### config.mk
export PLATFORM = sky130hd
export DESIGN_NAME = fetch_frontend
export DESIGN_NICKNAME = d
export VERILOG_FILES = /design/src/hdl/fetch_pkg.sv /design/src/hdl/fetch_frontend.sv /design/src/hdl/fifo_generator.sv /design/src/hdl/if1_stage.sv
export SDC_FILE = /design/constraint.sdc
export NUM_CORES = 1
export LEC_CHECK = 0
export BUFFER_PORTS_ARGS = -buffer_cell sky130_fd_sc_hd__buf_2
export CAP_MARGIN = 20
export CORE_ASPECT_RATIO = 1.25
export CORE_MARGIN = 4
export CORE_UTILIZATION = 60
export CTS_CLUSTER_DIAMETER = 30
export DETAILED_ROUTE_END_ITERATION = 12
export PLACE_DENSITY = 0.79
export SYNTH_ARGS = -nofsm -noshare
export SYNTH_HDL_FRONTEND = slang
export SYNTH_SLANG_ARGS = --single-unit
### constraint.sdc
create_clock -name clk -period 28.4 [get_ports clk]
set_input_delay 4.26 -clock clk [delete_from_list [all_inputs] [get_ports clk]]
set_output_delay 4.26 -clock clk [all_outputs]
set_load 0.01 [all_outputs]
### src/hdl/fetch_pkg.sv
`default_nettype none

package fetch_pkg;

    // nop used to fill an empty slot
    // andi r0, r0, 0
    localparam logic [31:0] inst_nop = 32'h0340_0000;

    // fetch block is two words, 8 bytes
    localparam int unsigned fetch_bytes = 8;

    // request to the instruction cache
    // cache uses pc[31:3] to pick the 8-byte block
    // low bits ride along so the tracked pc keeps the slot offset
    typedef struct packed {
        logic [31:0] pc;
    } fetch_req_t;

    // one cache response, in request order
    typedef struct packed {
        // word at block offset 0
        logic [31:0] inst0;
        // word at block offset 4
        logic [31:0] inst1;
        // faulting address
        logic [31:0] badv;
        // exception code, shared by both words
        logic [6:0]  excp_code;
        // one flag per word, bit 0 is inst0
        logic [1:0]  excp_flag;
    } icache_resp_t;

    // one instruction queue entry for the decoder
    typedef struct packed {
        // pc of slot 0
        logic [31:0] pc;
        // slot 0 word
        logic [31:0] inst0;
        // slot 1 word, nop when unused
        logic [31:0] inst1;
        // bit 0 slot 0, bit 1 slot 1
        logic [1:0]  slot_valid;
        logic [31:0] badv;
        logic [6:0]  excp_code;
        // already shifted to match the slots
        logic [1:0]  excp_flag;
    } fetch_bundle_t;

endpackage

`default_nettype wire

### src/hdl/fetch_frontend.sv
`timescale 1ns/100ps
`default_nettype none

module fetch_frontend #(
    parameter logic [31:0] reset_pc = 32'h1c00_0000,
    parameter int pc_depth = 4,
    parameter int iq_depth = 8
) (
    input  wire logic                        clk,
    input  wire logic                        rstn,
    input  wire logic                        flush,
    input  wire logic [31:0]                 redirect_pc,
    input  wire logic                        resp_valid,
    input  wire fetch_pkg::icache_resp_t     resp,
    input  wire logic                        pop,
    output logic                             req_valid,
    output fetch_pkg::fetch_req_t            fetch_req,
    output logic                             bundle_valid,
    output fetch_pkg::fetch_bundle_t         bundle
);

    localparam int bundle_w = $bits(fetch_pkg::fetch_bundle_t);

    // tracking fifo side
    logic        pc_push;
    logic        pc_pop;
    logic [31:0] tracked_pc;
    logic        pc_empty;
    logic        pc_full;

    // instruction queue side
    logic                             iq_push;
    fetch_pkg::fetch_bundle_t         iq_bundle;
    logic [$clog2(iq_depth+1)-1:0]    iq_free;
    logic                             iq_empty;
    logic                             iq_pop;

    if1_stage #(
        .reset_pc (reset_pc),
        .pc_depth (pc_depth),
        .iq_depth (iq_depth)
    ) u_if1_stage (
        .clk         (clk),
        .rstn        (rstn),
        .flush       (flush),
        .redirect_pc (redirect_pc),
        .resp_valid  (resp_valid),
        .resp        (resp),
        .tracked_pc  (tracked_pc),
        .pc_empty    (pc_empty),
        .pc_full     (pc_full),
        .iq_free     (iq_free),
        .req_valid   (req_valid),
        .fetch_req   (fetch_req),
        .pc_push     (pc_push),
        .pc_pop      (pc_pop),
        .iq_push     (iq_push),
        .iq_bundle   (iq_bundle)
    );

    // requested pcs, oldest at the head
    fifo_generator #(
        .data_width (32),
        .depth      (pc_depth)
    ) u_pc_queue (
        .clk        (clk),
        .rstn       (rstn),
        .flush      (flush),
        .push       (pc_push),
        .din        (fetch_req.pc),
        .pop        (pc_pop),
        .dout       (tracked_pc),
        .empty      (pc_empty),
        .full       (pc_full),
        .free_count ()
    );

    // decoder consumes from here
    assign bundle_valid = !iq_empty;
    assign iq_pop = pop && bundle_valid;

    fifo_generator #(
        .data_width (bundle_w),
        .depth      (iq_depth)
    ) u_inst_queue (
        .clk        (clk),
        .rstn       (rstn),
        .flush      (flush),
        .push       (iq_push),
        .din        (iq_bundle),
        .pop        (iq_pop),
        .dout       (bundle),
        .empty      (iq_empty),
        .full       (),
        .free_count (iq_free)
    );

endmodule

`default_nettype wire

### src/hdl/fifo_generator.sv
`timescale 1ns/100ps
`default_nettype none

module fifo_generator #(
    parameter int data_width = 32,
    parameter int depth = 4
) (
    input  wire logic                          clk,
    input  wire logic                          rstn,
    input  wire logic                          flush,
    input  wire logic                          push,
    input  wire logic [data_width-1:0]         din,
    input  wire logic                          pop,
    output logic      [data_width-1:0]         dout,
    output logic                               empty,
    output logic                               full,
    output logic      [$clog2(depth+1)-1:0]    free_count
);

    localparam int ptr_w = (depth > 1) ? $clog2(depth) : 1;
    localparam int cnt_w = $clog2(depth + 1);

    // payload storage
    logic [data_width-1:0] mem [depth];
    logic [data_width-1:0] head_q;

    logic [ptr_w-1:0] rd_ptr;
    logic [ptr_w-1:0] wr_ptr;
    logic [ptr_w-1:0] rd_ptr_next;
    logic [ptr_w-1:0] wr_ptr_next;
    logic [cnt_w-1:0] count;
    logic [cnt_w-1:0] count_next;
    logic             head_from_din;

    // pointer wrap
    // depth need not be a power of two
    function automatic logic [ptr_w-1:0] ptr_inc(input logic [ptr_w-1:0] ptr);
        if (ptr == ptr_w'(depth - 1)) begin
            return '0;
        end
        return ptr + 1'b1;
    endfunction

    always_comb begin
        rd_ptr_next = pop ? ptr_inc(rd_ptr) : rd_ptr;
        wr_ptr_next = push ? ptr_inc(wr_ptr) : wr_ptr;
        count_next = count + cnt_w'(push) - cnt_w'(pop);
    end

    // new head is the entry being written this cycle
    // only happens when nothing older is left after the pop
    assign head_from_din = push && (wr_ptr == rd_ptr_next);

    always_ff @(posedge clk or negedge rstn) begin
        if (!rstn) begin
            rd_ptr <= '0;
            wr_ptr <= '0;
            count <= '0;
        end else if (flush) begin
            rd_ptr <= '0;
            wr_ptr <= '0;
            count <= '0;
        end else begin
            rd_ptr <= rd_ptr_next;
            wr_ptr <= wr_ptr_next;
            count <= count_next;
        end
    end

    always_ff @(posedge clk) begin
        if (push && !flush) begin
            mem[wr_ptr] <= din;
        end
    end

    // registered head
    // garbage while empty
    always_ff @(posedge clk) begin
        if (head_from_din) begin
            head_q <= din;
        end else begin
            head_q <= mem[rd_ptr_next];
        end
    end

    assign dout = head_q;
    assign empty = (count == '0);
    assign full = (count == cnt_w'(depth));
    assign free_count = cnt_w'(depth) - count;

    // no push into a full buffer
    // a same-cycle pop makes room
    a_no_overflow : assert property (@(posedge clk) disable iff (!rstn)
        (push && !flush) |-> (!full || pop));

    // underflow
    a_no_underflow : assert property (@(posedge clk) disable iff (!rstn)
        (pop && !flush) |-> !empty);

endmodule

`default_nettype wire

### src/hdl/if1_stage.sv
`timescale 1ns/100ps
`default_nettype none

module if1_stage #(
    parameter logic [31:0] reset_pc = 32'h1c00_0000,
    parameter int pc_depth = 4,
    parameter int iq_depth = 8
) (
    input  wire logic                               clk,
    input  wire logic                               rstn,
    input  wire logic                               flush,
    input  wire logic [31:0]                        redirect_pc,
    input  wire logic                               resp_valid,
    input  wire fetch_pkg::icache_resp_t            resp,
    input  wire logic [31:0]                        tracked_pc,
    input  wire logic                               pc_empty,
    input  wire logic                               pc_full,
    input  wire logic [$clog2(iq_depth+1)-1:0]      iq_free,
    output logic                                    req_valid,
    output fetch_pkg::fetch_req_t                   fetch_req,
    output logic                                    pc_push,
    output logic                                    pc_pop,
    output logic                                    iq_push,
    output fetch_pkg::fetch_bundle_t                iq_bundle
);

    localparam int out_w = $clog2(pc_depth + 1);

    // fetch pc, low bits kept for the slot offset
    logic [31:0] fetch_pc;
    logic [31:0] fetch_pc_next;

    // requests sent and not yet answered
    logic [out_w-1:0] outstanding;

    logic credit_ok;
    logic resp_take;
    logic upper_only;

    // request credit
    // every outstanding request needs its own queue entry,
    // plus one for the request made now
    assign credit_ok = !flush && !pc_full && (int'(iq_free) > int'(outstanding));
    assign req_valid = credit_ok;

    assign fetch_req.pc = fetch_pc;

    // next block, aligned then plus 8
    assign fetch_pc_next = {fetch_pc[31:3], 3'b000} + 32'(fetch_pkg::fetch_bytes);

    always_ff @(posedge clk or negedge rstn) begin
        if (!rstn) begin
            fetch_pc <= reset_pc;
        end else if (flush) begin
            fetch_pc <= redirect_pc;
        end else if (req_valid) begin
            fetch_pc <= fetch_pc_next;
        end
    end

    // outstanding count
    // up on request, down on response, both can happen together
    always_ff @(posedge clk or negedge rstn) begin
        if (!rstn) begin
            outstanding <= '0;
        end else if (flush) begin
            // cache drops everything older than the flush
            outstanding <= '0;
        end else begin
            outstanding <= outstanding + out_w'(req_valid) - out_w'(resp_take);
        end
    end

    // track every requested pc
    assign pc_push = req_valid;

    // response in the flush cycle belongs to the old stream
    assign resp_take = resp_valid && !flush;
    assign pc_pop = resp_take;
    assign iq_push = resp_take;

    // pc in the upper half of the block
    // slot 0 starts at inst1
    assign upper_only = tracked_pc[2];

    always_comb begin
        iq_bundle.pc = tracked_pc;
        iq_bundle.badv = resp.badv;
        iq_bundle.excp_code = resp.excp_code;
        if (upper_only) begin
            iq_bundle.inst0 = resp.inst1;
            iq_bundle.inst1 = fetch_pkg::inst_nop;
            iq_bundle.slot_valid = 2'b01;
            // upper flag moves down with its word
            iq_bundle.excp_flag = {1'b0, resp.excp_flag[1]};
        end else begin
            iq_bundle.inst0 = resp.inst0;
            iq_bundle.inst1 = resp.inst1;
            iq_bundle.slot_valid = 2'b11;
            iq_bundle.excp_flag = resp.excp_flag;
        end
    end

    // every response must pair with a tracked pc
    a_resp_has_pc : assert property (@(posedge clk) disable iff (!rstn)
        resp_take |-> !pc_empty);

    // credit must leave room for every response
    a_iq_has_room : assert property (@(posedge clk) disable iff (!rstn)
        iq_push |-> (iq_free != '0));

endmodule

`default_nettype wire

==> metrics.txt, run 1 <==
Final Power 5770 uW; r2r startpoint u_inst_queue.wr_ptr[0]; DPL Wire Length 56100 um; Seq/Total Area, Yosys 0.770; Clock Latency Late Sink 0.74 ns; Final Hold Fails 0; Reg2Reg Setup Slack 24.66 ns; remaining antenna violation count 0; VDD IR-drop max 0.000177 V; min-delay src u_pc_queue.rd_ptr[1]; GPL Wtd Cong 0.848; Die W 266 um; drt wl/cell 28.1 um; share of the synthesized area in the top cell type 0.742; status completed; worst hold slack 0.538 ns; CP startpoint kind input pin; total clock sinks 1289; DR WL met2 56500 um; Setup Crit Path Kind in -> out; setup slack after layout 18.91 ns; NumNets Final 2790; first-pass GRT wire length 162000 um; Max-Cap Viols 0; drt drc 0; first-iteration detailed-routing DRC count 2135; Post-synth top flop edfxtp_1; area grow syn2layout 17.5%; final WL 108000 um; area of the multi-input gates 11000 um2; Worst EP arrival 5.23 ns; switching pwr 1570 uW; Seq cells post-synth 1289; vias in the first global route 25700; post-CTS sizing 0; Peak Freq 0.105 GHz; share of layout cells above drive strength 1 0.411; peak per-stage delay on the critical path 0.58 ns; Int Power 4200 uW; Max Fanout on Critical Path 41; Worst EP required 24.14 ns; Worst slew margin 0.283; # fillers 4628; cell taking the most area after synthesis edfxtp_1; wire length on met3 7590 um; io pins 315; setup repair after global routing missed its margin false; largest cells by area after synthesis edfxtp_1, mux4_2, mux2_2; Cell Rows 117; PortBufs 313; GR Overflow Total 0; TritonCTS clock tree done; Post-synth EDFFs 1232; pre-CTS WS 18.92 ns; clock skew 0.0343 ns; GRT Total Usage 0.249; Syn Std Cell Area 49900 um2; Highest Signal Layer met5; CP dominant cell by count buf_2; maximum buffer depth of the clock tree 3; register area 38400 um2; commonest non-fill, non-tap cell in the layout edfxtp_1; die height 330 um; share of synthesized registers carrying an async set or reset 0.0403; setup bufs post-CTS 0; sequential fraction of design power 0.409; Initial Util 0.608; Clock Power Share 0.369; Setup crit end kind output pin; Sw Share 0.271; drt via density 6.28; largest net degree at the start of global routing 167; CTS buffer count 167; Comb pwr share 0.222; 1st-pass router iterations 5; Core ar. 82000 um2; CTS root buf clkbuf_16; H-tree Lvls 4; Leakage 0.0193 uW; Power per Cell Area 98.5 nW/um2; hold depth 1; most frequent cells in the layout edfxtp_1, buf_2, mux4_2; full die area 87800 um2; TNS Setup 0 ns; syn_area_per_cell 22.6 um2; M1 wire length 40100 um; Yosys cell types 52; period utilization 0.334; clk slew on worst S/H paths 0.06 ns; Hold WC Path Type reg -> reg; syn_nets 2378; Register-to-Register Path Depth 5; Mapped Cells 2209; hold-fix buffers at CTS 0; Final min period 9.49 ns; worst-margin pin slew 1.08 ns; fin. max-slew vios 0; initial antenna violation count 7; Vias 24100; CP cell instances buf_2, nor2_1, buf_2; CP max-delay cell buf_2; Setup-failing EPs final 0; Crit Reg-Reg Endpoint u_inst_queue.mem[0][67]; Synth Warn # 0
==> registers in the layout (all words and copies together), names as in the netlist, named ones only <==
name / count
u_if1_stage.fetch_req: 32
u_if1_stage.outstanding: 3
u_inst_queue.count: 4
u_inst_queue.mem: 1104
u_inst_queue.rd_ptr: 3
u_inst_queue.wr_ptr: 3
u_pc_queue.count: 3
u_pc_queue.mem: 128
u_pc_queue.rd_ptr: 2
u_pc_queue.wr_ptr: 2
==> routing by layer <==
metal,GRT usage,vias to the layer above
li1,-,10100
met2,0.424,1099
met5,0,-
met4,0.0841,2
met1,0.325,12600
met3,0.0525,196
==> logic make-up after synthesis <==
logic type      after synthesis  synth area share
simple gates                199            0.0222
flops                      1289             0.770
compound gates               65           0.00820
mux                         486             0.179
xor+xnor                      9           0.00158
buf+inv                     133            0.0115
fa+ha+maj                    27           0.00723
other cells                   1         0.0000752
==> power groups by stage <==
stage / Sequential [uW] / Combinational, uW / Clock (uW)
floorplan: 2350 / 913 / 0
global placement: 2390 / 1210 / 0
detailed placement: 2400 / 1250 / 0
CTS: 2360 / 1270 / 2160
global route: 2370 / 1380 / 2250
finish: 2360 / 1280 / 2130
==> metrics by stage <==
step,std cells,cell area [um2],utilization
after global routing,3831,58600,0.715
after global placement,3519,52700,0.643
after CTS,3824,58500,0.713
after floorplan,2209,49900,-
final,3833,58600,0.715
after detailed placement,3519,52700,0.643
==> area by class of cell <==
class | count | share of cell area
clock inverter | 117 | 0.0237
sequential | 1289 | 0.656
inverter | 20 | 0.00128
timing repair buffer | 356 | 0.0341
tap | 1071 | 0.0229
multi-input combinational | 787 | 0.187
clock buffer | 188 | 0.0750
antenna | 5 | 0.000214
==> cells in the mapped netlist (4+ instances only) <==
master,n
o31ai_1,9
mux4_2,308
buf_1,6
o21ai_1,5
a31oi_1,22
ha_1,24
buf_2,45
dfrtp_1,49
mux2_2,176
o21ai_0,12
dfxtp_1,5
and3_1,8
nand2_1,30
nand3_1,13
edfxtp_1,1232
or3_1,13
or4_1,12
and2_1,8
a21oi_1,7
clkbuf_1,60
nor3_1,4
nor2_1,44
inv_1,20
nor2b_1,35
nand4_1,13
xnor2_1,6
==> worst max-delay path by stage <==
| stage | startpoint | endpoint | depth (start not counted) |
|---|---|---|---|
| 4_1_cts | register | bundle[95] | 6 |
| 6_report | flush | req_valid | 3 |
| 3_3_place_gp | flush | req_valid | 3 |
| 3_5_place_dp | flush | req_valid | 3 |
| 5_1_grt | register | bundle[95] | 8 |
| 2_1_floorplan | flush | u_inst_queue.mem[0][0] | 3 |
==> worst max-delay path: cells and delay by family <==
family / cells / cell delay (ns)
buffers and inverters: 2 / 0.77
and+or+nand+nor: 1 / 0.19
Power figures use the tool's default switching activity.
==> run 2, diff against run 1 <==
clock period = 9.05 ns   (was 28.4 ns; I/O delays follow)
==> run 2 against run 1 <==
  * Largest power group unchanged
  * Sequential share of layout area rose by 0.22 points
  * Highest routed layer is now met4
  * Clock skew fell by 0.0042 ns
  * Worst setup slack got worse by 15 ns
  * Hold slack got worse by 0.016 ns
  * Power rose to 3.1 times the previous value
  * Flip-flop and latch count did not move
  * Die area did not move
  * Critical path depth rose by 1
  * Clock power rose to 3.0 times the previous value
  * Via count rose by 0.82%
==> metrics.txt, run 2 (same netlist as run 1, synthesis figures left out) <==
status completed; clock skew 0.0301 ns; drt drc 0; Setup Crit Path Kind reg -> out; setup repair after global routing missed its margin false; Cell Rows 117; clk slew on worst S/H paths 0.06 ns; GR Overflow Total 0; final WL 108000 um; Final Hold Fails 0; initial antenna violation count 7; total clock sinks 1289; remaining antenna violation count 0; Worst EP required 7.69 ns; Max-Cap Viols 0; Power per Cell Area 306 nW/um2; most frequent cells in the layout edfxtp_1, buf_2, mux4_2; Register-to-Register Path Depth 10; setup bufs post-CTS 0; Largest register FFs 1104; CP cell instances buf_12, mux4_2, mux2_2, buf_2; Max Fanout on Critical Path 122; io pins 315; 1st-pass router iterations 11; placed instance count 3523; largest net degree at the start of global routing 133; NumNets Final 2788; Final Power 17900 uW; drt via density 6.32; GRT Total Usage 0.250; Leakage 0.0192 uW; Worst slew margin 0.252; DPL Wire Length 58300 um; CTS buffer count 164; hold-fix buffers at CTS 0; Final min period 5.01 ns; Hold WC Path Type reg -> reg; pre-CTS WS 4.30 ns; Worst EP arrival 3.66 ns; first-iteration detailed-routing DRC count 2141; CP startpoint kind register; Vias 24300; maximum buffer depth of the clock tree 3; TNS Setup 0 ns; Initial Util 0.608; vias in the first global route 25900; share of layout cells above drive strength 1 0.417; area grow syn2layout 17.1%; post-CTS sizing 0; Core ar. 82000 um2; worst-margin pin slew 1.12 ns; period utilization 0.554; commonest non-fill, non-tap cell in the layout edfxtp_1; H-tree Lvls 4; final core utilization 0.712; setup slack after layout 4.04 ns; TritonCTS clock tree done; peak per-stage delay on the critical path 0.91 ns; CP max-delay cell dfxtp_4; Die W 266 um; die height 330 um; drt wl/cell 28.1 um; PortBufs 313; Setup-failing EPs final 0; first-pass GRT wire length 163000 um; CTS root buf clkbuf_16; register with the most flip-flops u_inst_queue.mem; Finished Layout Cells 3840; full die area 87800 um2; fin. max-slew vios 0; VDD IR-drop max 0.000480 V; Clock Latency Late Sink 0.73 ns; hold depth 1; GPL Wtd Cong 0.852; Setup crit end kind output pin; Peak Freq 0.200 GHz
-- run 2: cell count changes in the layout (fill, tap and decap cells not counted), moves of 2 or more --
cell,before,now
bufinv_16,21,13
clkinv_1,19,11
clkinv_2,14,22
clkbuf_1,14,8
clkinv_4,11,17
diode_2,5,11
inv_6,15,20
buf_4,36,40
clkinvlp_4,18,22
buf_16,3,0
clkbuf_16,173,170
clkinv_8,6,9
nor3_2,2,0
nor3_4,0,2
-- run 2: path summary, 6_finish.rpt --
path / startpoint / to / slack, ns
setup / recovery: register / bundle[88] / 4.04
hold / removal: u_inst_queue.rd_ptr[1] / register / 0.52
setup reg to reg: u_inst_queue.count[1] / u_pc_queue.mem[2][5] / 5.71
hold reg to reg: u_inst_queue.rd_ptr[1] / register / 0.52
max in group asynchronous: rstn / u_inst_queue.count[3] / 7.83
min in group asynchronous: rstn / u_if1_stage.fetch_req[23] / 0.75
-- run 2: power by group --
group / switching (uW) / internal, uW / total [uW]
clock: 2590 / 3890 / 6470
combinational: 2170 / 1860 / 4030
sequential: 210 / 7160 / 7370
total: 4970 / 12900 / 17900
-- run 2: area by class of cell --
| type | instances | area (um2) |
|---|---|---|
| inverters | 20 | 75.1 |
| well taps | 1071 | 1340 |
| fillers | 4549 | 23600 |
| clock inverters | 127 | 1320 |
| diodes | 11 | 27.5 |
| repair buffers | 357 | 1950 |
| flip-flops and latches | 1289 | 38400 |
| clock buffers | 178 | 4280 |
| multi-input cells | 787 | 11000 |
-- run 2: stage by stage --
step	area (um2)	hold slack (ns)
after global placement	52700	0.503
after global routing	58400	0.569
after detailed placement	52700	0.517
after floorplan	49900	0.490
after CTS	58300	0.527
final	58400	0.522
-- run 2: routing by layer --
layer / vias up / share of wire / track usage / wire length [um]
met3: 188 / 0.074 / 0.0527 / 8010
met4: 0 / 0.026 / 0.0762 / 2800
met2: 1162 / 0.52 / 0.423 / 56500
li1: 10100 / - / - / -
met1: 12800 / 0.38 / 0.333 / 40700
met5: - / 0 / 0 / 0
-- run 2: critical path, delay by kind of cell (launching register included) --
family | cells | cell delay (ns)
multiplexers | 2 | 0.94
flip-flops | 1 | 0.91
buffers and inverters | 2 | 0.86
